File: src/logic/pocket_pkg.sv
// shared address map, widths and bus structs for the core
// program memory is 16K x 16 bits, loaded a byte at a time from the bridge
// all timing is in clk_74a cycles; audio rates assume a 74.25 MHz clock
package pocket_pkg;

  //////////////////////////////
  // program memory
  //////////////////////////////
  localparam int PGM_DEPTH       = 16384;
  localparam int PGM_WORD_ADDR_W = $clog2(PGM_DEPTH);
  localparam int PGM_BYTE_ADDR_W = PGM_WORD_ADDR_W + 1;

  typedef logic [PGM_WORD_ADDR_W-1:0] pgm_word_addr_t;
  typedef logic [PGM_BYTE_ADDR_W-1:0] pgm_byte_addr_t;
  typedef logic [15:0]                pgm_word_t;

  // one byte lane write, loader to memory
  typedef struct packed {
    logic           valid;
    pgm_byte_addr_t addr;
    logic [7:0]     data;
  } pgm_byte_write_t;

  //////////////////////////////
  // bridge map
  //////////////////////////////
  localparam logic [3:0]  BRIDGE_REGION_PGM = 4'h0;
  localparam logic [31:0] REG_BASE          = 32'hF000_0000;
  localparam logic [31:0] REG_PGM_DATA      = 32'h0000_0000;
  localparam logic [31:0] REG_BYTE_COUNT    = 32'h0000_0004;
  localparam logic [31:0] REG_LOADER_BUSY   = 32'h0000_000C;
  localparam logic [31:0] REG_READ_ADDR     = 32'h0000_0010;

  localparam int BYTES_PER_WRITE = 4;
  localparam int BYTE_IDX_W      = $clog2(BYTES_PER_WRITE);

  //////////////////////////////
  // video
  //////////////////////////////
  typedef struct packed {
    logic pixel;
    logic hsync;
    logic vsync;
    logic hblank;
    logic vblank;
  } video_in_t;

  typedef struct packed {
    logic [23:0] rgb;
    logic        de;
    logic        hs;
    logic        vs;
  } video_out_t;

  localparam logic [23:0] RGB_WHITE = 24'hFF_FFFF;
  localparam logic [23:0] RGB_BLACK = 24'h00_0000;

  //////////////////////////////
  // audio
  //////////////////////////////
  typedef struct packed {
    logic signed [15:0] left;
    logic signed [15:0] right;
  } audio_frame_t;

  // 74.25 MHz * 245760 / 742500 = 2 x 12.288 MHz toggles
  localparam int MCLK_STEP  = 245760;
  localparam int MCLK_WRAP  = 742500;
  localparam int MCLK_ACC_W = 20;

  localparam int SCLK_DIV   = 4;
  localparam int SCLK_DIV_W = $clog2(SCLK_DIV);

  localparam int BITS_PER_CHANNEL = 32;
  localparam int SLOT_W           = $clog2(BITS_PER_CHANNEL);
  localparam int ACTIVE_BITS      = 16;

endpackage

File: src/logic/video_cleanup.sv
// scaler wants single-cycle sync pulses and black pixels outside de
// all outputs are registered, one cycle after the inputs
// sync inputs must already be in the clk_74a domain
`timescale 1ns/10ps

module video_cleanup (
  input  logic                   clk_74a,
  input  logic                   reset,
  input  pocket_pkg::video_in_t  video_in,
  output pocket_pkg::video_out_t video_out
);

  logic hs_prev;
  logic vs_prev;
  logic de;

  // active area when neither blank is set
  assign de = ~(video_in.hblank | video_in.vblank);

  always_ff @(posedge clk_74a)
  begin
    if (reset)
    begin
      hs_prev       <= 1'b0;
      vs_prev       <= 1'b0;
      video_out.rgb <= pocket_pkg::RGB_BLACK;
      video_out.de  <= 1'b0;
      video_out.hs  <= 1'b0;
      video_out.vs  <= 1'b0;
    end
    else
    begin
      // rising edge only, one cycle wide
      video_out.hs <= video_in.hsync & ~hs_prev;
      video_out.vs <= video_in.vsync & ~vs_prev;
      hs_prev      <= video_in.hsync;
      vs_prev      <= video_in.vsync;
      video_out.de <= de;
      // mono panel, white or black
      if (de && video_in.pixel)
      begin
        video_out.rgb <= pocket_pkg::RGB_WHITE;
      end
      else
      begin
        video_out.rgb <= pocket_pkg::RGB_BLACK;
      end
    end
  end

endmodule

File: config.mk
export PLATFORM = sky130hd
export DESIGN_NAME = video_cleanup
export DESIGN_NICKNAME = d
export VERILOG_FILES = /design/src/logic/pocket_pkg.sv /design/src/logic/video_cleanup.sv
export SDC_FILE = /design/constraint.sdc
export NUM_CORES = 1
export LEC_CHECK = 0
export BUFFER_PORTS_ARGS = -buffer_cell sky130_fd_sc_hd__buf_2
export CAP_MARGIN = 10
export CORE_AREA = 2 2 39 41
export DETAILED_ROUTE_END_ITERATION = 8
export DIE_AREA = 0 0 41 43
export GPL_TIMING_DRIVEN = 1
export PLACE_DENSITY = 0.65
export SLEW_MARGIN = 25
export SYNTH_ARGS = -nofsm -noshare
export SYNTH_HDL_FRONTEND = slang
export SYNTH_SLANG_ARGS = --single-unit
File: constraint.sdc
create_clock -name clk_74a -period 2.8 [get_ports clk_74a]
set_input_delay 0.28 -clock clk_74a [delete_from_list [all_inputs] [get_ports clk_74a]]
set_output_delay 0.28 -clock clk_74a [all_outputs]
set_load 0.005 [all_outputs]
Word level (Yosys, flattened, before mapping)
Index checks and enable logic that the tools add are counted. W data, S select, Z words.

Muxes and demuxes: 1. Bitwise operators: 6. Reduce and logical (&&, ||, !) cells: 1.

Operators by type and width (count): $mux W24 (1); $not A1 Y1 (3); $and A1 B1 Y1 (2); $logic_and A1 B1 Y1 (1); $or A1 B1 Y1 (1).

Bits in registers: 29. Input bits: 7. Output and inout port bits: 27. Word-level logic and storage cells: 14.

Longest topological paths before layout
Word-level depth: 4. Gate-level depth with buffers: 1. Gate-level depth less buffers: 1.

Least setup slack after synthesis
OpenSTA, ideal clock, no wires.

Path kind: reg-to-output. Start: register, netlist name video_out[25]. End: output video_out[10] (netlist bit). Data arrival time: 882 ps. Data required time: 2520 ps. Path slack: 1638 ps. Stages on the path, launching flop included: 2. Path buffers: 1. Path through: dfxtp_1 -> buf_4.

RTL lines: end: declaration (RTL line video_cleanup.sv:10) `output pocket_pkg::video_out_t video_out`.

==> results.md <==
- CP top delay family: flip-flops
- Max-Cap Viols: 0
- DRC: 0
- Nets: 57
- Yosys Warn Count: 0
- Worst Setup Start Kind: flop
- Max Clk Rate: 0.736 GHz
- Mean post-synth cell area: 9.72 um^2
- Vias/cell: 3.69
- Total clock sinks: 6
- Initial DRC Count: 0
- Die height: 43 um
- Die area: 0.00176 mm^2
- Yosys top cell by area: buf_4
- Core area: 0.00138 mm^2
- Worst EP arrival: 1.08 ns
- Port Buf Inserts: 33
- Synth top area cells: buf_4 (51%), dfxtp_1 (35%), nor3b_1 (4.4%)
- Register Area: 120 um^2
- Crit path required time: 2.52 ns
- Rel. slew slack: 66.2%
- Num CTS Buffers: 3
- Synth top area share: 50.7%
- HP Class: input pin to flop
- Pwr dens: 504 mW/mm^2
- Syn Inst Count: 35
- # IOs: 34
- Yosys reg bits: 6
- Post-route design area: 375 um^2
- Hold Path Depth: 2
- Hold wc startpoint: video_in[0]
- Largest net degree at the start of global routing: 25
- Compound-Gate Fraction of Synth Area: 0%
- Post-Route WL: 497 um
- Hold EP: video_out[25]
- Post-CTS setup buffer count: 0
- Via count: 236
- Floorplan row count: 14
- CTS tree: yes
- Layout Utilization: 27.1%
- Vias in the first global route: 176
- Post-synthesis sequential area ratio: 35.3%
- Syn Nets: 42
- Share of cells above drive strength 1: 77.1%
- Routed WL per cell: 7.77 um
- First-pass GRT wire length: 655 um
- Area after DPL: 353 um^2
- R2R setup slack: 2.25 ns
- Final Hold Fails: 0
- Starting Density: 24.6%
- Max VDD drop: 178 uV
- Final Setup Violations: 0
- Area share of and/or/nand/nor cells after synthesis: 14.0%
- Hold buffers post-CTS: 0
- Yosys cell types: 6
- Post-synthesis adder-cell area fraction: 0%
- Crit-path max cell delay: 0.63 ns
- RR Startpoint: vs_prev
- H-tree Lvls: 1
- Cell Chain, Critical Path: buf_2
- Clk slew on worst S/H paths: 0.04 ns
- Setup TNS: 0 ns
- Cells resized by post-CTS repair: 0
- CTS Root Buffer Type: clkbuf_4
- Initial antenna violation count: 0
- Crit path max-delay cell type: dfxtp_1
- CP Max Fanout: 24
- Clock latency at the later pin of the worst-skew pair: 0.24 ns
- CP Buf/Inv Count: 1
- Gr ovfl total: 0
- Synth Area in XOR/XNOR: 0%
- Crit path kind: flop to output pin
- RR Endpoint: video_out[0]
- Worst Skew: 0.00144 ns
- FILL cells: 161
- Largest family of logic cells by synthesized area: buffers and inverters
- Clock tree buffer depth: 2
- Worst setup startpoint: video_out[25]
- Antenna-violating nets left: 0
- P&R area growth vs syn: 10.3%
- Slew @ Worst Pin: 0.507 ns
- Die Wd: 41 um
- Crit path time final: 1.36 ns
- Crit. End Element: output pin
- GRT Util Overall: 5.93%
- Post-synthesis mux area share: 0%
- RSZ-0062 raised after global routing: no
- Status: complete, no violations
- Drt pass-1 iters: 1
- Placer Congestion: 0.618
- Fin. max-slew vios: 0
- Area occupied by multi-input gates: 47.5 um^2
- Final period util: 48.5%
- Final hold slack: 0.226 ns
- ANT cells: 0
- Post-synth design cell area: 340 um^2
- Reg2Reg Depth: 1
- P_leak: 0.242 nW
cell usage in the layout (no fill, tap or decap):
cell type   n
nor4b_2     1
clkbuf_4    3
nor2b_1     2
buf_2      33
dfxtp_1     6
nor3_1      1
nor3b_1     2
cell families (layout without fill, tap and decap cells):
family / count (synthesis) / count (layout)
buffers and inverters: 23 / 36
DFF: 6 / 6
and+or+nand+nor: 6 / 6
where the power goes:
group | total [W] | leakage [nW] | internal, W | switching [W]
logic | 0.0000207 | 0.179 | 0.0000122 | 0.00000846
registers | 0.0000923 | 0.0496 | 0.0000898 | 0.00000244
clock network | 0.0000762 | 0.0138 | 0.0000483 | 0.0000280
total | 0.000189 | 0.242 | 0.000150 | 0.0000389
Yosys cell counts, drive strengths merged:
| library cell | instances |
|---|---|
| buf | 23 |
| dfxtp | 6 |
| nor2b | 2 |
| nor3b | 2 |
| nor3 | 1 |
| nor4b | 1 |
stage by stage:
| stage | cells | power, W | worst slack (ns) |
|---|---|---|---|
| after floorplan | 35 | 0.000110 | 1.64 |
| after global placement | 61 | 0.000114 | 1.69 |
| after detailed placement | 61 | 0.000115 | 1.63 |
| after CTS | 64 | 0.000196 | 1.37 |
| after global routing | 64 | 0.000202 | 1.24 |
| final | 64 | 0.000189 | 1.44 |
metal layers:
layer	vias to the layer above	GRT usage, %	share of wire [%]
met5	-	0	0
met4	0	8.00	0
met3	0	1.57	14
met2	20	8.13	54
met1	102	5.81	32
li1	114	-	-
how the worst max path moves through the flow:
| stage | to | slack, ns | depth (start not counted) |
|---|---|---|---|
| after global routing | video_out[22] | 1.24 | 1 |
| after floorplan | video_out[10] | 1.64 | 1 |
| final | video_out[6] | 1.44 | 1 |
| after CTS | video_out[21] | 1.37 | 1 |
| after global placement | video_out[19] | 1.69 | 1 |
| after detailed placement | video_out[21] | 1.63 | 1 |
layout make-up:
| type | instances | share of cell area [%] |
|---|---|---|
| Timing Repair Buffer | 33 | 44.0 |
| Sequential cell | 6 | 32.0 |
| Multi-Input combinational cell | 6 | 12.7 |
| Clock buffer | 3 | 6.00 |
| Tap cell | 16 | 5.33 |
state kept, by name, indices dropped and copies added (netlist names):
signal / cells
hs_prev: 1
vs_prev: 1
video_out: 4
Power figures use the tool's default switching activity.
