### src/logic/pocket_pkg.sv
// shared address map, widths and bus structs for the core
// program memory is 16K x 16 bits, loaded a byte at a time from the bridge
// all timing is in clk_74a cycles; audio rates assume a 74.25 MHz clock
package pocket_pkg;

  //////////////////////////////
  // program memory
  //////////////////////////////
  localparam int PGM_DEPTH       = 16384;
  localparam int PGM_WORD_ADDR_W = $clog2(PGM_DEPTH);
  localparam int PGM_BYTE_ADDR_W = PGM_WORD_ADDR_W + 1;

  typedef logic [PGM_WORD_ADDR_W-1:0] pgm_word_addr_t;
  typedef logic [PGM_BYTE_ADDR_W-1:0] pgm_byte_addr_t;
  typedef logic [15:0]                pgm_word_t;

  // one byte lane write, loader to memory
  typedef struct packed {
    logic           valid;
    pgm_byte_addr_t addr;
    logic [7:0]     data;
  } pgm_byte_write_t;

  //////////////////////////////
  // bridge map
  //////////////////////////////
  localparam logic [3:0]  BRIDGE_REGION_PGM = 4'h0;
  localparam logic [31:0] REG_BASE          = 32'hF000_0000;
  localparam logic [31:0] REG_PGM_DATA      = 32'h0000_0000;
  localparam logic [31:0] REG_BYTE_COUNT    = 32'h0000_0004;
  localparam logic [31:0] REG_LOADER_BUSY   = 32'h0000_000C;
  localparam logic [31:0] REG_READ_ADDR     = 32'h0000_0010;

  localparam int BYTES_PER_WRITE = 4;
  localparam int BYTE_IDX_W      = $clog2(BYTES_PER_WRITE);

  //////////////////////////////
  // video
  //////////////////////////////
  typedef struct packed {
    logic pixel;
    logic hsync;
    logic vsync;
    logic hblank;
    logic vblank;
  } video_in_t;

  typedef struct packed {
    logic [23:0] rgb;
    logic        de;
    logic        hs;
    logic        vs;
  } video_out_t;

  localparam logic [23:0] RGB_WHITE = 24'hFF_FFFF;
  localparam logic [23:0] RGB_BLACK = 24'h00_0000;

  //////////////////////////////
  // audio
  //////////////////////////////
  typedef struct packed {
    logic signed [15:0] left;
    logic signed [15:0] right;
  } audio_frame_t;

  // 74.25 MHz * 245760 / 742500 = 2 x 12.288 MHz toggles
  localparam int MCLK_STEP  = 245760;
  localparam int MCLK_WRAP  = 742500;
  localparam int MCLK_ACC_W = 20;

  localparam int SCLK_DIV   = 4;
  localparam int SCLK_DIV_W = $clog2(SCLK_DIV);

  localparam int BITS_PER_CHANNEL = 32;
  localparam int SLOT_W           = $clog2(BITS_PER_CHANNEL);
  localparam int ACTIVE_BITS      = 16;

endpackage

### src/logic/bridge_regs.sv
// register block at REG_BASE for loader status and memory readback
// read data is combinational and only driven while bridge_rd is high
// REG_PGM_DATA settles 2 cycles after a write to REG_READ_ADDR
`timescale 1ns/10ps

module bridge_regs (
  input  logic                       clk_74a,
  input  logic                       reset,
  input  logic [31:0]                bridge_addr,
  input  logic [31:0]                bridge_wr_data,
  input  logic                       bridge_wr,
  input  logic                       bridge_rd,
  output logic [31:0]                bridge_rd_data,
  input  logic [31:0]                byte_count,
  input  logic                       loader_busy,
  output pocket_pkg::pgm_word_addr_t readback_addr,
  input  pocket_pkg::pgm_word_t      readback_data
);

  pocket_pkg::pgm_word_addr_t read_addr_q;
  logic [31:0]                rd_mux;
  logic                       read_addr_wr;

  assign read_addr_wr = bridge_wr &&
                        (bridge_addr == (pocket_pkg::REG_BASE + pocket_pkg::REG_READ_ADDR));

  // readback pointer, steers the memory read port
  always_ff @(posedge clk_74a)
  begin
    if (reset)
    begin
      read_addr_q <= '0;
    end
    else if (read_addr_wr)
    begin
      read_addr_q <= bridge_wr_data[pocket_pkg::PGM_WORD_ADDR_W-1:0];
    end
  end

  assign readback_addr = read_addr_q;

  //////////////////////////////
  // read mux
  //////////////////////////////
  always_comb
  begin
    case (bridge_addr)
      pocket_pkg::REG_BASE + pocket_pkg::REG_PGM_DATA:
        rd_mux = {16'h0000, readback_data};
      pocket_pkg::REG_BASE + pocket_pkg::REG_BYTE_COUNT:
        rd_mux = byte_count;
      pocket_pkg::REG_BASE + pocket_pkg::REG_LOADER_BUSY:
        rd_mux = {31'd0, loader_busy};
      pocket_pkg::REG_BASE + pocket_pkg::REG_READ_ADDR:
        rd_mux = {{(32 - pocket_pkg::PGM_WORD_ADDR_W){1'b0}}, read_addr_q};
      // unmapped reads as zero
      default:
        rd_mux = 32'd0;
    endcase
  end

  assign bridge_rd_data = bridge_rd ? rd_mux : 32'd0;

endmodule

### config.mk
export PLATFORM = sky130hd
export DESIGN_NAME = bridge_regs
export DESIGN_NICKNAME = d
export VERILOG_FILES = /design/src/logic/pocket_pkg.sv /design/src/logic/bridge_regs.sv
export SDC_FILE = /design/constraint.sdc
export NUM_CORES = 1
export LEC_CHECK = 0
export ABC_AREA = 1
export BUFFER_PORTS_ARGS = -buffer_cell sky130_fd_sc_hd__buf_2
export CELL_PAD_IN_SITES_DETAIL_PLACEMENT = 1
export CELL_PAD_IN_SITES_GLOBAL_PLACEMENT = 2
export CORE_AREA = 4 4 93 130
export DETAILED_ROUTE_END_ITERATION = 8
export DIE_AREA = 0 0 97 134
export PLACE_DENSITY = 0.88
export SLEW_MARGIN = 20
export SYNTH_ARGS = -nofsm -noshare
export SYNTH_HDL_FRONTEND = slang
export SYNTH_SLANG_ARGS = --single-unit
### constraint.sdc
create_clock -name clk_74a -period 1.5 [get_ports clk_74a]
set_input_delay 0.15 -clock clk_74a [delete_from_list [all_inputs] [get_ports clk_74a]]
set_output_delay 0.15 -clock clk_74a [all_outputs]
set_load 0.01 [all_outputs]
Yosys cells after proc, flatten, opt, wreduce, memory -nomap -nowiden
Index checks and enable logic that the tools add are counted.

Bits in registers: 14. Output and inout port bits: 46. Logic and storage cells: 8.

Equality and inequality tests: 4. Multiplexer cells: 2. Reduce and logical (&&, ||, !) cells: 1.

Operator list (number): 32-bit equality test, second input constant (4); 32-bit one-hot mux with 4 select lines (1); 32-bit two-way mux (1); 1-bit logical AND (1).

Longest topological paths before layout
Depth in word-level cells: 3. Mapped depth: 11. Depth with buffers taken out: 10.

Worst setup path after synthesis
OpenSTA, ideal clock, no wires.

Path kind: input to output. Start: input port bridge_addr[8]. End: output port bridge_rd_data[10]. Setup slack: 235 ps. Stages: 10. Required time: 1350 ps. Arrival time: 1115 ps. Cell sequence: inv_1 -> nand2_1 -> nor2_1 -> nand2_2 -> nor2_2 -> buf_4 -> nand3_1 -> nand3_1 -> nand2_1 -> inv_1.

Longest elaborated chain between the ends: 3.

RTL lines: start, declared (RTL line bridge_regs.sv:9) `input logic [31:0] bridge_addr,`; 32-bit equality test (RTL line bridge_regs.sv:47) `case (bridge_addr)`; 32-bit one-hot mux with 4 select lines * (RTL line bridge_regs.sv:47); 32-bit two-way mux * (RTL line bridge_regs.sv:62) `assign bridge_rd_data = bridge_rd ? rd_mux : 32'd0;`; end, declared (RTL line bridge_regs.sv:13) `output logic [31:0] bridge_rd_data,`.

Mark *: on every way between the ends. The rest lies on a longest branch, timed or not.

Worst setup path after layout
Start: input port bridge_addr[9]. End: output port bridge_rd_data[4].

The elaborated chain is that of the path after synthesis.

==> flow_metrics.py <==
metrics = {
    "global_route": {
        "grt_pass1_wl_um": 11500,
        "grt_overflow": 0,
        "groute.usage.overall_pct": 10.6,
        "antenna_found_initial": 0,
        "grt_max_degree": 41,
        "grt_pass1_vias": 2421,
    },
    "die": {
        "die_x_um": 97,
        "fp.dieH_um": 134,
        "pin_count": 163,
        "fp-row-count": 45,
        "core-area_mm2": 0.0109,
        "dieArea_mm2": 0.0130,
        "start_util_pct": 14.8,
    },
    "timing": {
        "rsz0062_at_grt": "true",
        "final_max_slew_viol_count": 0,
        "skew_ns": 0,
        "finalWorstSetupSlack_ns": -0.0704,
        "slew_headroom_pct": 72.3,
        "hold_viol_final": 0,
        "setup_viol": 17,
        "tightest_slew_ns": 0.415,
        "layout_min_cycle_time_ns": 1.57,
        "max_freq_mhz": 637,
        "setup_tns_ns": -0.390,
        "hold_ws_ns": 0.216,
        "finalCritPeriodShare_pct": 105,
    },
    "worst_setup_path": {
        "critPathRequiredTime_ns": 1.35,
        "r2r.worst_path.cells": 2,
        "worstSetupStartpointType": "input port",
        "worst-path-max-fanout": 7,
        "critical_path_class": "input port to primary output",
        "critPathCaptureType": "primary output",
        "cp.arrival_ns": 1.42,
        "path_cells": "buf_2 -> inv_1 -> nand2_2 -> nor2_4 -> nand2_4 -> nor2_4 -> buf_4 -> clkbuf_16 -> nand3_2 -> nand3_2 -> nand2_1 -> inv_1 -> buf_6",
        "cp_slowest_cell": "clkbuf_16",
        "slowest_delay_ns": 0.16,
    },
    "layout": {
        "diodes": 0,
        "ff_latch_area_um2": 280,
        "drive_gt1_share_pct": 66.0,
        "multiInputGateArea_mm2": 0.00159,
        "syn_to_final_growth_pct": 130,
        "layout.nets": 568,
        "utilization_pct": 34.1,
        "largest_reg_flops": 14,
        "fill_cells": 1356,
    },
    "worst_hold_path": {
        "hold_path_class": "input port to flop",
        "holdPathStages": 4,
    },
    "logic_synthesis": {
        "synth_seq_cells": 14,
        "syn_nets": 404,
        "synthTopCellsByArea": "nand3_1 18%, dfxtp_1 17%, nor2_1 13%",
        "avgSynthCellArea_um2": 5.60,
        "yosys.area.top_type": "nand3_1",
        "synth.distinct_cells": 22,
        "yosys.area.top_type_share_pct": 18.4,
        "synth_area_mm2": 0.00161,
        "yosys_warnings": 0,
        "synthCells": 287,
        "synth_sequential_area_ratio_pct": 17.4,
    },
    "detailed_routing": {
        "wl_um": 8970,
        "first_iter_violations": 30,
        "wl_per_cell_um": 15.2,
        "ant_nets": 0,
        "drt_pass1_iterations": 4,
        "avgViaCountPerCell": 4.20,
        "vias": 2480,
        "drc_errors": 0,
    },
    "cts": {
        "numCtsBuffers": 3,
        "cts_tree": "yes",
        "cts.path.max_buffers": 2,
        "clk_pin_slew_worst_paths_ns": 0.05,
        "cts_root_buf": "clkbuf_16",
        "cts_num_sinks": 14,
        "postCtsHoldBufs": 0,
        "htree_levels": 1,
        "clk_latency_ns": 0.24,
    },
    "outcome": {
        "status": "finished, violations left",
        "violations": "setup timing",
    },
    "run": {
        "drv_cap": 0,
    },
    "power": {
        "p_leak_uw": 0.00183,
        "power_density_mw_per_mm2": 332,
        "vdd_drop_max_mv": 0.383,
    },
    "placement": {
        "port_buffers": 144,
        "place_congestion": 0.791,
        "dpl.hpwl_um": 6380,
    },
}
## power breakdown
| group | switching, µW | total (µW) | internal [µW] |
|---|---|---|---|
| Sequential | 0.000000189 | 373 | 373 |
| Combinational | 149 | 309 | 160 |
| Clock | 145 | 548 | 403 |
| Total | 293 | 1230 | 936 |
## cell type report
class	count	area share [%]
multi-input combinational	211	42.9
timing repair buffer	171	37.2
sequential	14	7.57
inverter	50	5.21
tap	141	4.77
clock buffer	4	2.40
## critical path, delay by kind of cell
kind	cells	cell delay, ns
buf+inv	6	0.63
simple gates	7	0.63
## layer usage
metal	vias to the layer above	wire (µm)	GRT usage, %
met4	0	38	1.41
met1	1173	3130	11.6
met2	92	5290	21.2
met5	-	0	0
li1	1211	-	-
met3	4	517	2.08
## cells by family (layout without fill, tap and decap cells)
group	Yosys count	after routing	synth area share, %
flops	14	14	17.4
compound gates	2	2	0.623
buf+inv	63	225	16.8
simple gates	208	209	65.1
## synth_stat cells, drive strengths merged
cell,number
a21oi,2
dfxtp,14
clkbuf,2
nand3,59
clkinv,2
buf,11
and2,2
nand3b,14
inv,48
nand2,57
nor2,75
nand4,1
## worst paths after layout
| path | slack [ns] | startpoint | to |
|---|---|---|---|
| max | -0.07 | bridge_addr[9] | bridge_rd_data[4] |
| min | 0.22 | bridge_wr_data[1] | readback_addr[1] |
| max reg2reg | 0.85 | readback_addr[3] | readback_addr[3] |
| min reg2reg | 0.52 | readback_addr[12] | readback_addr[12] |
## layout by cell type (no fill, tap or decap), types with 13 or more instances in the layout
cell type,count
dfxtp_1,14
nor2_4,26
buf_6,34
nor2_1,40
nand3_2,34
inv_2,13
buf_2,112
nand3b_1,14
nand2_2,16
nand2_1,37
nand3_4,13
inv_1,35
## metrics by stage
step / setup slack, ns / power, µW / std cells / cell area [µm²]
after floorplan: 0.235 / 454 / 287 / 1610
after CTS: -0.0456 / 1170 / 572 / 2710
after global placement: -0.0483 / 597 / 568 / 2540
after detailed placement: -0.112 / 608 / 568 / 2540
final: -0.0704 / 1230 / 591 / 3700
after global routing: -0.159 / 1290 / 591 / 3700
## repair_timing
item / 4_1_cts / 5_1_grt
resized for setup: 21 / 151
pin swaps: 3 / 54
endpoints found under the setup margin: 32 / 34
endpoints found under the hold margin: 0 / 0
buffers inserted: 0 / 9
gates cloned: 0 / 10
No activity file was read; power rests on OpenSTA's default activity.
