$ cat src/logic/pocket_pkg.sv
// shared address map, widths and bus structs for the core
// program memory is 16K x 16 bits, loaded a byte at a time from the bridge
// all timing is in clk_74a cycles; audio rates assume a 74.25 MHz clock
package pocket_pkg;

  //////////////////////////////
  // program memory
  //////////////////////////////
  localparam int PGM_DEPTH       = 16384;
  localparam int PGM_WORD_ADDR_W = $clog2(PGM_DEPTH);
  localparam int PGM_BYTE_ADDR_W = PGM_WORD_ADDR_W + 1;

  typedef logic [PGM_WORD_ADDR_W-1:0] pgm_word_addr_t;
  typedef logic [PGM_BYTE_ADDR_W-1:0] pgm_byte_addr_t;
  typedef logic [15:0]                pgm_word_t;

  // one byte lane write, loader to memory
  typedef struct packed {
    logic           valid;
    pgm_byte_addr_t addr;
    logic [7:0]     data;
  } pgm_byte_write_t;

  //////////////////////////////
  // bridge map
  //////////////////////////////
  localparam logic [3:0]  BRIDGE_REGION_PGM = 4'h0;
  localparam logic [31:0] REG_BASE          = 32'hF000_0000;
  localparam logic [31:0] REG_PGM_DATA      = 32'h0000_0000;
  localparam logic [31:0] REG_BYTE_COUNT    = 32'h0000_0004;
  localparam logic [31:0] REG_LOADER_BUSY   = 32'h0000_000C;
  localparam logic [31:0] REG_READ_ADDR     = 32'h0000_0010;

  localparam int BYTES_PER_WRITE = 4;
  localparam int BYTE_IDX_W      = $clog2(BYTES_PER_WRITE);

  //////////////////////////////
  // video
  //////////////////////////////
  typedef struct packed {
    logic pixel;
    logic hsync;
    logic vsync;
    logic hblank;
    logic vblank;
  } video_in_t;

  typedef struct packed {
    logic [23:0] rgb;
    logic        de;
    logic        hs;
    logic        vs;
  } video_out_t;

  localparam logic [23:0] RGB_WHITE = 24'hFF_FFFF;
  localparam logic [23:0] RGB_BLACK = 24'h00_0000;

  //////////////////////////////
  // audio
  //////////////////////////////
  typedef struct packed {
    logic signed [15:0] left;
    logic signed [15:0] right;
  } audio_frame_t;

  // 74.25 MHz * 245760 / 742500 = 2 x 12.288 MHz toggles
  localparam int MCLK_STEP  = 245760;
  localparam int MCLK_WRAP  = 742500;
  localparam int MCLK_ACC_W = 20;

  localparam int SCLK_DIV   = 4;
  localparam int SCLK_DIV_W = $clog2(SCLK_DIV);

  localparam int BITS_PER_CHANNEL = 32;
  localparam int SLOT_W           = $clog2(BITS_PER_CHANNEL);
  localparam int ACTIVE_BITS      = 16;

endpackage

$ cat src/logic/program_loader.sv
// splits each 32-bit program write into four byte writes, MSB first
// no handshake: the host must leave BYTES_PER_WRITE cycles between writes
// a write arriving while busy restarts the sequence and drops the rest
`timescale 1ns/10ps

module program_loader (
  input  logic                        clk_74a,
  input  logic                        reset,
  input  logic [31:0]                 bridge_addr,
  input  logic [31:0]                 bridge_wr_data,
  input  logic                        bridge_wr,
  output pocket_pkg::pgm_byte_write_t byte_write,
  output logic [31:0]                 byte_count,
  output logic                        busy
);

  logic                              pgm_wr;
  logic [31:0]                       word_q;
  pocket_pkg::pgm_byte_addr_t        base_q;
  logic [pocket_pkg::BYTE_IDX_W-1:0] idx_q;
  logic                              busy_q;
  logic [31:0]                       count_q;

  // program region decode on the top nibble
  assign pgm_wr = bridge_wr && (bridge_addr[31:28] == pocket_pkg::BRIDGE_REGION_PGM);

  //////////////////////////////
  // sequencing
  //////////////////////////////
  always_ff @(posedge clk_74a)
  begin
    if (reset)
    begin
      busy_q  <= 1'b0;
      idx_q   <= '0;
      count_q <= '0;
    end
    else
    begin
      if (busy_q)
      begin
        // one byte leaves per busy cycle
        count_q <= count_q + 32'd1;
        idx_q   <= idx_q + 1'b1;
        if (idx_q == pocket_pkg::BYTE_IDX_W'(pocket_pkg::BYTES_PER_WRITE - 1))
        begin
          busy_q <= 1'b0;
        end
      end
      if (pgm_wr)
      begin
        busy_q <= 1'b1;
        idx_q  <= '0;
      end
    end
  end

  // word and base latch, word shifts up a byte per step
  always_ff @(posedge clk_74a)
  begin
    if (pgm_wr)
    begin
      word_q <= bridge_wr_data;
      base_q <= bridge_addr[pocket_pkg::PGM_BYTE_ADDR_W-1:0];
    end
    else if (busy_q)
    begin
      word_q <= word_q << 8;
    end
  end

  always_comb
  begin
    byte_write.valid = busy_q;
    byte_write.addr  = base_q + pocket_pkg::pgm_byte_addr_t'(idx_q);
    byte_write.data  = word_q[31:24];
  end

  assign byte_count = count_q;
  assign busy       = busy_q;

endmodule

$ cat config.mk
export PLATFORM = sky130hd
export DESIGN_NAME = program_loader
export DESIGN_NICKNAME = d
export VERILOG_FILES = /design/src/logic/pocket_pkg.sv /design/src/logic/program_loader.sv
export SDC_FILE = /design/constraint.sdc
export NUM_CORES = 1
export LEC_CHECK = 0
export ABC_AREA = 1
export BUFFER_PORTS_ARGS = -buffer_cell sky130_fd_sc_hd__buf_4
export CAP_MARGIN = 20
export CORE_ASPECT_RATIO = 1.75
export CORE_MARGIN = 2
export CORE_UTILIZATION = 47
export CTS_CLUSTER_SIZE = 10
export DETAILED_ROUTE_END_ITERATION = 6
export PLACE_DENSITY_LB_ADDON = 0.08
export SLEW_MARGIN = 10
export SYNTH_ARGS = -nofsm -noshare
export SYNTH_HDL_FRONTEND = slang
export SYNTH_SLANG_ARGS = --single-unit
$ cat constraint.sdc
create_clock -name clk_74a -period 1.9 [get_ports clk_74a]
set_clock_uncertainty 0.15 [all_clocks]
set_input_delay 0.095 -clock clk_74a [delete_from_list [all_inputs] [get_ports clk_74a]]
set_output_delay 0.095 -clock clk_74a [all_outputs]
set_load 0.01 [all_outputs]
Word-level counts from Yosys, hierarchy flattened
Index checks and enable logic that the tools add are counted.
{"block": "word_totals", "inputBits": 67, "elab_cells": 18, "out_inout_bits": 57, "register_bits": 82}
{"block": "classes", "muxes": 5, "eq_ne": 1, "n_addsub": 3, "reduce_logical": 4}
{"cell": "$mux 32", "count": 2}
{"cell": "$add 32x1->32 const B", "count": 1}
{"cell": "$add 15x2->15", "count": 1}
{"cell": "$logic_not 4->1", "count": 1}
{"cell": "$mux 1", "count": 3}
{"cell": "$add 2x1->2 const B", "count": 1}
{"cell": "$eq 2x2->1 const B", "count": 1}
{"cell": "$reduce_bool 2->1", "count": 1}
{"cell": "$reduce_or 2->1", "count": 1}
{"cell": "$logic_and 1x1->1", "count": 1}

Longest topological paths before layout
{"block": "depth", "ltp_word": 4, "depth_mapped": 9, "depth_no_buf": 9}

Worst setup path after synthesis
OpenSTA, ideal clock, no wires.
{"block": "synth_timing", "path_type": "input to register", "start": "input port bridge_addr[29]", "end": "register word_q[0] (enable)", "cell_stages": 4, "t_arrival_ns": 1.440, "required_ns": 1.361, "path_buffers": 1, "setup_time_ns": 0.389, "setup_slack_ns": -0.079, "cell_sequence": "nor4_2 > nand2_2 > buf_1 > nand2_1"}
{"block": "synth_via", "elab_chain_cells": 3}
{"item": "start: declaration", "line": "program_loader.sv:9", "text": "input logic [31:0] bridge_addr,"}
{"item": "$logic_not 4->1", "line": "program_loader.sv:25", "text": "assign pgm_wr = bridge_wr && (bridge_addr[31:28] == pocket_pkg::BRIDGE_REGION_PGM);"}
{"item": "$logic_and 1x1->1", "line": "program_loader.sv:25"}
{"item": "$reduce_bool 2->1 (no source line)"}
{"item": "end signal: assignment", "line": "program_loader.sv:63", "text": "word_q <= bridge_wr_data;"}
{"item": "end signal: assignment", "line": "program_loader.sv:68", "text": "word_q <= word_q << 8;"}
{"item": "end: declaration", "line": "program_loader.sv:18", "text": "logic [31:0] word_q;"}
No other way between the ends.
A chain may end at the register's enable or synchronous reset.

==> out/results.tsv <==
stage	metric	value	unit
synthesis	syn_area	4073	µm²
layout	instances_no_fill	791	
clock_tree	cts_root_buffer	clkbuf_16	
synthesis	yosys-top-cells-count	nand2_1, nor2_1, edfxtp_1	
timing	finalHoldViolCount	0	
grt	grt_pass1_vias	3710	
layout	fill_cells	707	
drt	vias_per_cell	4.781	
synthesis	async_flop_share	0	
drt	drtAntennaViolNets	0	
power	leakage	2.514	nW
floorplanning	die_h	127.1	µm
critical_path	cp-start-kind	flop	
timing	period_minus_slack	2.236	ns
floorplanning	core	8558	µm²
synthesis	synth_nets	576	
clock_tree	numClockSinks	82	
synthesis	yosys.area.top_type	edfxtp_1	
layout	fin_area	5912	µm²
critical_path	crit_required	1.65	ns
drt	drt-total-wl	10.34	mm
critical_path	crit_arrival	1.99	ns
timing	maxSlewViolCount	0	
clock_tree	clk_pin_slew	0.06	ns
layout	postLayoutCoreUtil	0.6908	
synthesis	yosysWarnings	0	
grt	grt_pass1_wl	16.44	mm
timing	tightest_slew	0.2970	ns
synthesis	synth.most_common_cell	nand2_1	
grt	overflow	0	
synthesis	syn_inst	504	
synthesis	ys_types	29	
drt	drt_iter0_markers	197	
critical_path	cp-end-kind	output port	
clock_tree	cts_tree	built	
synthesis	synth_area_leaders	edfxtp_1, dfxtp_1, nand2_1	
floorplanning	ios	124	
synthesis	syn_avg_cell_area	8.081	µm²
timing	slew_headroom	0.8018	
placed_design	dpl_cell_area	5080	µm²
critical_path	rr_startpoint	byte_count[1]	
layout	drive_above_1_share	0.2685	
placed_design	dp.cells	727	
timing	period_share	1.177	
timing	setup_viol	11	
placed_design	port_buffers	110	
grt	antenna_found_initial	0	
worst_hold_path	min_delay_worst_endpoint	busy	
worst_hold_path	hp-class	input port to flop	
critical_path	rr_worst_depth	8	
grt	grt_usage	0.2275	
drt	num_vias	3782	
drt	wl_per_cell	13.07	µm
timing	finalWorstSetupSlack	-0.3359	ns
power	ir_worst_vdd	0.4547	mV
power	power	3.877	mW
layout	antenna_cells	0	
worst_hold_path	holdPathStages	3	
layout	area_growth	45.16	%
power	power.density	655.7	nW/µm²
worst_hold_path	hp-start	bridge_wr	
floorplanning	start_util	0.4759	
clock_tree	cts_buffers	9	
critical_path	path_class	flop to output port	
clock_tree	cts_max_path_buffers	2	
critical_path	r2r_slack	0.21	ns
status	status	finished, violations left	
floorplanning	die_area	9455	µm²
synthesis	ys_ff_latch	82	
placed_design	place_ws	-0.04327	ns
placed_design	hpwlAfterDp	7.456	mm
critical_path	reg2reg_to	byte_count[30]	
clock_tree	clk_latency	0.33	ns
flow_run	drv_cap	0	
clock_tree	h-tree-depth	3	
synthesis	synth_top_area_share	0.3465	
synthesis	synth-main-ff-cell	edfxtp_1	
grt	grt_max_degree	33	
synthesis	synth_edf_count	47	
timing	fmax	447.2	MHz
critical_path	path_max_fanout	3	
drt	firstDrtPassIters	4	
floorplanning	rows	45	
synthesis	synth_seq_area_share	0.5186	
status	violations	negative setup slack	
drt	drc	0	
placed_design	gp_congestion	0.8690	
floorplanning	die_w	74.37	µm
layout	nets	741	
timing	rsz0062_at_grt	yes	
[power by group]
part	total [mW]	internal [mW]	switching [mW]
clock network	1.68	1.01	0.666
registers	1.91	1.90	0.0122
logic	0.287	0.178	0.108
[worst max-delay path by stage]
stage | from | endpoint | slack (ns) | depth (start not counted)
after global routing | base_q[0] | byte_write[18] | -0.44 | 9
after global placement | base_q[0] | byte_write[18] | -0.0009 | 9
after floorplan | idx_q[0] | byte_write[18] | 0.0003 | 8
after detailed placement | idx_q[0] | byte_write[18] | -0.04 | 9
final | base_q[0] | byte_write[18] | -0.34 | 9
after CTS | base_q[0] | byte_write[18] | -0.33 | 9
[per-layer routing]
| layer | vias up | GRT usage | wire, µm |
|---|---|---|---|
| li1 | 1926 | - | - |
| met1 | 1722 | 0.2269 | 3677 |
| met2 | 101 | 0.4123 | 5756 |
| met3 | 33 | 0.04338 | 404 |
| met4 | 0 | 0.1418 | 497 |
| met5 | - | 0 | 0 |
[placed cells by master, fill, tap and decap left out, types with 4 or more instances in the layout]
cell	Yosys	routed
nor3_1	10	8
clkbuf_16	0	9
nand2_1	163	160
edfxtp_1	47	47
a21oi_1	15	15
nand4_1	7	7
o21ai_0	4	4
xor2_1	9	7
ha_1	4	4
nand2_2	4	7
nor2_4	3	4
inv_1	46	46
nand3_1	31	29
nand3_2	2	4
dfxtp_1	35	33
xnor2_1	8	6
nor2_2	13	15
buf_4	11	121
nor2_1	75	72
dlygate4sd3_1	0	48
[critical path: stages (launching register included)]
cell and delay, ns:
edfxtp_1 0.33, ha_1 0.16, inv_1 0.05, fa_2 0.36, nor2_4 0.12, nand3_2 0.12
nor2_2 0.13, nand3_2 0.09, xor2_2 0.15, buf_4 0.14
[stage by stage]
stage,hold slack (ns),TNS [ns]
floorplan,0.02260,0
global placement,0.1246,-0.0008501
detailed placement,0.1249,-0.04327
CTS,0.04475,-2.190
global route,0.07871,-3.330
finish,0.03732,-2.087
[logic make-up after synthesis]
| family | after synthesis | synth area share |
|---|---|---|
| DFF | 82 | 0.5186 |
| xor gates and xnor gates | 17 | 0.03656 |
| adders and majority gates | 5 | 0.01720 |
| AOI/OAI and AO/OA | 22 | 0.02888 |
| and+or+nand+nor | 312 | 0.3275 |
| buffers and inverters | 66 | 0.07128 |
[flip-flops by register name, summed over array words and instances (netlist names)]
signal	cells
base_q	15
busy	1
byte_count	32
idx_q	2
word_q	32
[timing repair]
| action | 4_1_cts | 5_1_grt |
|---|---|---|
| hold buffers | 48 | 0 |
| buffers inserted | 0 | 0 |
| endpoints found under the hold margin | 61 | 0 |
| setup endpoints to repair | 11 | 13 |
| resized for setup | 7 | 9 |
| pin swaps | 2 | 2 |
[cell type report]
type	instances	area [µm²]	share of cell area
flip-flops and latches	82	2115	0.3577
well taps	117	146.4	0.02476
inverters	48	180.2	0.03048
clock inverters	5	55.05	0.009312
clock buffers	11	232.7	0.03937
multi-input cells	356	1743	0.2948
repair buffers	172	1440	0.2436
(Power assumes the default switching activity.)
