==> config.mk <==
export PLATFORM = sky130hd
export DESIGN_NAME = audio_clock_gen
export DESIGN_NICKNAME = d
export VERILOG_FILES = /design/src/logic/pocket_pkg.sv /design/src/logic/audio_clock_gen.sv
export SDC_FILE = /design/constraint.sdc
export NUM_CORES = 1
export LEC_CHECK = 0
export CORE_MARGIN = 4
export CORE_UTILIZATION = 45
export CTS_CLUSTER_DIAMETER = 80
export DETAILED_ROUTE_END_ITERATION = 8
export DONT_BUFFER_PORTS = 1
export PLACE_DENSITY = 0.59
export RECOVER_POWER = 25
export SLEW_MARGIN = 20
export SYNTH_ARGS = -nofsm -noshare
export SYNTH_HDL_FRONTEND = slang
export SYNTH_SLANG_ARGS = --single-unit
export TNS_END_PERCENT = 10
==> constraint.sdc <==
create_clock -name clk_74a -period 3.7 [get_ports clk_74a]
set_clock_uncertainty 0.1 [all_clocks]
set_input_delay 0.74 -clock clk_74a [delete_from_list [all_inputs] [get_ports clk_74a]]
set_output_delay 0.74 -clock clk_74a [all_outputs]
set_load 0.02 [all_outputs]
==> src/logic/pocket_pkg.sv <==
// shared address map, widths and bus structs for the core
// program memory is 16K x 16 bits, loaded a byte at a time from the bridge
// all timing is in clk_74a cycles; audio rates assume a 74.25 MHz clock
package pocket_pkg;

  //////////////////////////////
  // program memory
  //////////////////////////////
  localparam int PGM_DEPTH       = 16384;
  localparam int PGM_WORD_ADDR_W = $clog2(PGM_DEPTH);
  localparam int PGM_BYTE_ADDR_W = PGM_WORD_ADDR_W + 1;

  typedef logic [PGM_WORD_ADDR_W-1:0] pgm_word_addr_t;
  typedef logic [PGM_BYTE_ADDR_W-1:0] pgm_byte_addr_t;
  typedef logic [15:0]                pgm_word_t;

  // one byte lane write, loader to memory
  typedef struct packed {
    logic           valid;
    pgm_byte_addr_t addr;
    logic [7:0]     data;
  } pgm_byte_write_t;

  //////////////////////////////
  // bridge map
  //////////////////////////////
  localparam logic [3:0]  BRIDGE_REGION_PGM = 4'h0;
  localparam logic [31:0] REG_BASE          = 32'hF000_0000;
  localparam logic [31:0] REG_PGM_DATA      = 32'h0000_0000;
  localparam logic [31:0] REG_BYTE_COUNT    = 32'h0000_0004;
  localparam logic [31:0] REG_LOADER_BUSY   = 32'h0000_000C;
  localparam logic [31:0] REG_READ_ADDR     = 32'h0000_0010;

  localparam int BYTES_PER_WRITE = 4;
  localparam int BYTE_IDX_W      = $clog2(BYTES_PER_WRITE);

  //////////////////////////////
  // video
  //////////////////////////////
  typedef struct packed {
    logic pixel;
    logic hsync;
    logic vsync;
    logic hblank;
    logic vblank;
  } video_in_t;

  typedef struct packed {
    logic [23:0] rgb;
    logic        de;
    logic        hs;
    logic        vs;
  } video_out_t;

  localparam logic [23:0] RGB_WHITE = 24'hFF_FFFF;
  localparam logic [23:0] RGB_BLACK = 24'h00_0000;

  //////////////////////////////
  // audio
  //////////////////////////////
  typedef struct packed {
    logic signed [15:0] left;
    logic signed [15:0] right;
  } audio_frame_t;

  // 74.25 MHz * 245760 / 742500 = 2 x 12.288 MHz toggles
  localparam int MCLK_STEP  = 245760;
  localparam int MCLK_WRAP  = 742500;
  localparam int MCLK_ACC_W = 20;

  localparam int SCLK_DIV   = 4;
  localparam int SCLK_DIV_W = $clog2(SCLK_DIV);

  localparam int BITS_PER_CHANNEL = 32;
  localparam int SLOT_W           = $clog2(BITS_PER_CHANNEL);
  localparam int ACTIVE_BITS      = 16;

endpackage

==> src/logic/audio_clock_gen.sv <==
// 12.288 MHz MCLK from a fractional accumulator, period jitters by a cycle
// sclk_fall is a clk_74a enable, once every SCLK_DIV MCLK periods
// it lands on the cycle where MCLK goes low
`timescale 1ns/10ps

module audio_clock_gen (
  input  logic clk_74a,
  input  logic reset,
  output logic audio_mclk,
  output logic sclk_fall
);

  logic [pocket_pkg::MCLK_ACC_W-1:0] accum_q;
  logic                              mclk_q;
  logic [pocket_pkg::SCLK_DIV_W-1:0] div_q;
  logic                              wrap;
  logic                              mclk_fall;

  assign wrap      = (accum_q >= pocket_pkg::MCLK_ACC_W'(pocket_pkg::MCLK_WRAP));
  assign mclk_fall = wrap & mclk_q;

  //////////////////////////////
  // accumulator and mclk
  //////////////////////////////
  always_ff @(posedge clk_74a)
  begin
    if (reset)
    begin
      accum_q <= '0;
      mclk_q  <= 1'b0;
      div_q   <= '0;
    end
    else
    begin
      if (wrap)
      begin
        accum_q <= accum_q - pocket_pkg::MCLK_ACC_W'(pocket_pkg::MCLK_WRAP)
                           + pocket_pkg::MCLK_ACC_W'(pocket_pkg::MCLK_STEP);
        mclk_q  <= ~mclk_q;
      end
      else
      begin
        accum_q <= accum_q + pocket_pkg::MCLK_ACC_W'(pocket_pkg::MCLK_STEP);
      end
      // divider steps on mclk falling edges
      if (mclk_fall)
      begin
        div_q <= div_q + 1'b1;
      end
    end
  end

  // sclk is div msb, falls as the divider rolls over
  assign sclk_fall = mclk_fall &&
                     (div_q == pocket_pkg::SCLK_DIV_W'(pocket_pkg::SCLK_DIV - 1));

  assign audio_mclk = mclk_q;

endmodule

Word level (Yosys, flattened, before mapping)
Cells that the tools add are included.
Widths: inputs -> output; s select.
Operators by class
  muxes and demuxes: 1
  $lt $le $gt $ge: 1
  equal/unequal tests: 1
  $add $sub $neg: 4
  multiply operators: 0
  shifts and indexed selects: 0
  reduce and logical (&&, ||, !) cells: 1
  bitwise gates (word level): 2
  divide/modulo/power cells: 0
Operators by type and width (count)
  $add 20x18->20 const B: 2
  $ge 20x20->1 const B: 1
  $mux 20: 1
  $sub 20x20->20 const B: 1
  $add 2x1->2 const B: 1
  $eq 2x2->1 const B: 1
  $and 1x1->1: 1
  $logic_and 1x1->1: 1
  $not 1->1: 1
Storage, ports and cells
  output and inout port bits: 2
  bits in registers: 23
  latch bits: 0
  memories: 0
  input port bits: 2
  ROM bits: 0
  bits in writable memories: 0
  word-level logic and storage cells: 13

Depth between registers and ports, before layout
  depth in word-level cells: 3
  mapped depth: 9
  gate-level depth less buffers: 7

Least setup slack after synthesis
Ideal clock, no wire load.
  path kind: register to output
  start: register accum_q[2] (netlist name)
  end: output sclk_fall
  arrival: 1.742 ns
  path buffers: 1
  stages on the path, launching flop included: 8
  path slack: 1.118 ns
  cells stage by stage: dfxtp_1 > inv_1 > ha_1 > or3b_1 > a311oi_2 > o22ai_1 > buf_2 > and3_1
On the way
  word-level cells in the longest chain between the ends: 3
Ends and longest elaborated chain
  start: declaration: RTL line audio_clock_gen.sv:13  | logic [pocket_pkg::MCLK_ACC_W-1:0] accum_q;
  start signal: assignment: RTL line audio_clock_gen.sv:37  | accum_q <= accum_q - pocket_pkg::MCLK_ACC_W'(pocket_pkg::MCLK_WRAP)
  start signal: assignment: RTL line audio_clock_gen.sv:43  | accum_q <= accum_q + pocket_pkg::MCLK_ACC_W'(pocket_pkg::MCLK_STEP);
  $ge 20x20->1: RTL line audio_clock_gen.sv:19  | assign wrap = (accum_q >= pocket_pkg::MCLK_ACC_W'(pocket_pkg::MCLK_WRAP));
  $and 1x1->1: RTL line audio_clock_gen.sv:20  | assign mclk_fall = wrap & mclk_q;
  $logic_and 1x1->1: RTL line audio_clock_gen.sv:54  | assign sclk_fall = mclk_fall &&
  end: declaration: RTL line audio_clock_gen.sv:10  | output logic sclk_fall
Every way passes these cells.

Worst setup path after layout
Ends and elaborated chain as after synthesis.

==> summary.txt <==
Pwr
  • Net Switching: roughly 0.26 mW
  • Seq pwr share: about half
  • Leakage power: 0.474 nW
  • Gate power share: about a third
  • Worst vdd ir: a little under 0.0003 V
  • Clk pwr share: between 10% and 20%
  • Pwr Density: between 400 and 500 nW/um^2
  • P_int: 0.406 mW
  • Sw frac: between 30% and 40%

STA
  • Max-slew violation count: 0
  • Worst slew pin tran: 0.867 ns
  • Max transition margin: 42.2%
  • Max Fclk: about 310 MHz
  • Final hold violation count: 0
  • Setup TNS: 0 ns
  • RSZ-0062 raised after global routing: false
  • Minimum clock period: around 3.2 ns
  • Period Utilization, post-route: 86.5%
  • Setup violators final: 0

Layout
  • # nets final: 168
  • Most frequent cells in the layout: 21 x dfxtp_1, 15 x nor2_1, 14 x a21oi_1, 11 x o21ai_0
  • Post-route insts no fill: around 190
  • Synth-to-Final Area Change: -1.20%
  • ANT cells: 0
  • Share of layout cells above drive strength 1: under 10%
  • Commonest non-fill, non-tap cell in the layout: dfxtp_1
  • Post-route cell area: 1340 sq um

Floorplanning
  • Initial Util: 48.1%
  • Num rows: 19
  • I/O pins: 4
  • Die area: approximately 4000 sq um
  • Die width: 63.0 microns
  • Core area: 2830 sq um
  • Die span in y: 63.0 microns

Yosys
  • Adder-cell share of the synthesized area: under 10%
  • Sequential-to-total area share from yosys stat: between 30% and 40%
  • Ys async rst share: 0%
  • Syn_nets: ~170
  • Synth Area per Inst: 8.24 sq um
  • Post-Synth XOR/XNOR Area: 1.29%
  • Ys Warns: 0
  • Simple-Gate Fraction of Synth Area: 27.1%
  • Post-Syn Instances: between 150 and 200
  • Top_reg_cell synth: dfxtp_1
  • Netlist Area Pre-Place: 1360 sq um
  • Seq cells post-synth: 21
  • Post-synth EDFFs: 0
  • Main combinational cell family by area after synthesis: simple AND/OR/NAND/NOR gates
  • Unique masters post-synth: 48
  • Post-synthesis mux area share: 1.84%
  • Compound-Gate Fraction of Synth Area: around 25%

Clock network
  • Worst-Skew Late Latency: 0.31 ns
  • Clock tree buffer depth: 2
  • CTS tree: done
  • CTS Sinks: 21
  • Root Buffer: clkbuf_4
  • CTS clk-pin slew, worst paths: roughly 0.13 ns
  • Cts hold-fix bufs: 0
  • H-tree Lvls: 1
  • CTS Buf Count: 3
  • Cts repair resizes: 0
  • Post-CTS Setup Bufs: 0

Min path
  • Hold Crit Start: reset
  • Hold Path Class: primary input to flop

Worst setup path
  • Reg-to-Reg End: accum_q[18]
  • Crit Path Max Fanout: 12
  • Startpoint Class: flop
  • Crit. End Element: output pin
  • Critical Path AT: ~2.4 ns
  • Worst endpoint required time: between 2 and 3 ns
  • FF-to-FF Start: accum_q[2]
  • R2R setup slack: between 0.9 and 1 ns
  • Worst Setup SP: accum_q[2]
  • Critical setup path kind: flop to output pin
  • Worst r2r path cells: 7
  • Worst Setup EP: sclk_fall

Global routing
  • Vias in the first global route: between 1,000 and 1,500
  • Initial antenna violation count: 0
  • Total global-route track usage: between 10% and 20%
  • Largest net degree at the start of global routing: 30
  • Global route total overflow: 0
  • First-pass GRT wire length: a little under 5000 microns

Placement
  • Placed wire-length estimate: 1880 microns
  • Placed Instances: 185
  • Placed cell area: 1330 sq um
  • Placer Congestion: around 0.83
  • Buffers on Ports: 0

Run
  • Max Cap Viol: 0

Routing
  • DRT iter0 DRCs: 50
  • First drt pass iteration count: 4
  • Vias/cell: 6.08
  • # DRC: 0
  • Routed WL: 2680 microns
  • WL/cell: 14.2 microns
  • Vias: ~1,100
  • ANT nets after route: 0

Run status
  • Status: complete, no violations
## metal layers
metal | global-route usage (%) | vias to the layer above | routed length (microns) | part of all wire [%]
met1 | 20.4 | 531 | 1310 | 49
met2 | 24.1 | 15 | 1260 | 47
met3 | 2.88 | 4 | 75 | 2.8
met4 | 4.96 | 0 | 31 | 1.2
li1 | - | 599 | - | -
met5 | 0 | - | 0 | 0
## worst min path at each step
stage / cells after the start / slack (ns) / endpoint
2_1_floorplan: 2 / 0.35 / div_q[1]
3_3_place_gp: 2 / 0.36 / div_q[1]
3_5_place_dp: 2 / 0.38 / accum_q[9]
4_1_cts: 1 / 0.36 / accum_q[9]
5_1_grt: 1 / 0.35 / accum_q[9]
6_report: 1 / 0.38 / accum_q[15]
## power by group through the flow
stage          sequential (mW)  clock (mW)  combinational, mW
6_report                 0.323       0.117              0.222
5_1_grt                  0.331       0.134              0.257
4_1_cts                  0.322       0.124              0.229
3_5_place_dp             0.328           0              0.227
3_3_place_gp             0.326           0              0.221
2_1_floorplan            0.300           0              0.223
## cells by family (layout without fill, tap and decap cells)
kind of cell | after synthesis | after routing
DFF | 21 | 21
adders and majority gates | 7 | 7
buffers and inverters | 19 | 12
xor gates and xnor gates | 2 | 2
AOI/OAI and AO/OA | 50 | 50
muxes | 2 | 2
and+or+nand+nor | 64 | 64
## critical path, cell delays in order (launching register included)
cell	delay [ns]
dfxtp_1	0.36
inv_1	0.10
ha_1	0.18
or3b_1	0.35
a311oi_1	0.35
o22ai_1	0.13
clkbuf_1	0.25
and3_1	0.33
## synth_stat cells, types with 4 or more instances
cell type	instances	area share [%]
nor2_1	15	4.1
o21ai_0	11	4.0
nand3_1	4	1.5
a21oi_1	14	5.2
clkbuf_1	6	1.7
nand2_1	4	1.1
inv_1	7	1.9
a211oi_1	4	2.2
nand2b_1	6	2.8
dfxtp_1	21	31
ha_1	7	6.4
nor3_1	6	2.2
or3_1	7	3.2
## layout make-up
| cell class | instances | area, sq um |
|---|---|---|
| flip-flops and latches | 21 | 420 |
| clock inverters | 1 | 5.00 |
| repair buffers | 1 | 3.75 |
| inverters | 7 | 26.3 |
| clock buffers | 3 | 22.5 |
| fillers | 285 | 1490 |
| multi-input cells | 125 | 827 |
| well taps | 31 | 38.8 |
## sequential cells by signal, indices dropped and copies added, names as in the netlist
name / flops
div_q: 2
accum_q: 18
audio_mclk: 1
## metrics by stage
step	util, %	setup slack (ns)	hold WS (ns)	total power, mW
6_report	47.5	0.501	0.375	0.662
5_1_grt	47.5	0.267	0.349	0.722
4_1_cts	47.9	0.657	0.362	0.676
3_5_place_dp	46.9	1.02	0.382	0.555
3_3_place_gp	46.9	1.10	0.364	0.548
2_1_floorplan	-	1.12	0.353	0.524
Note: power is estimated with default switching activity, not from simulation.
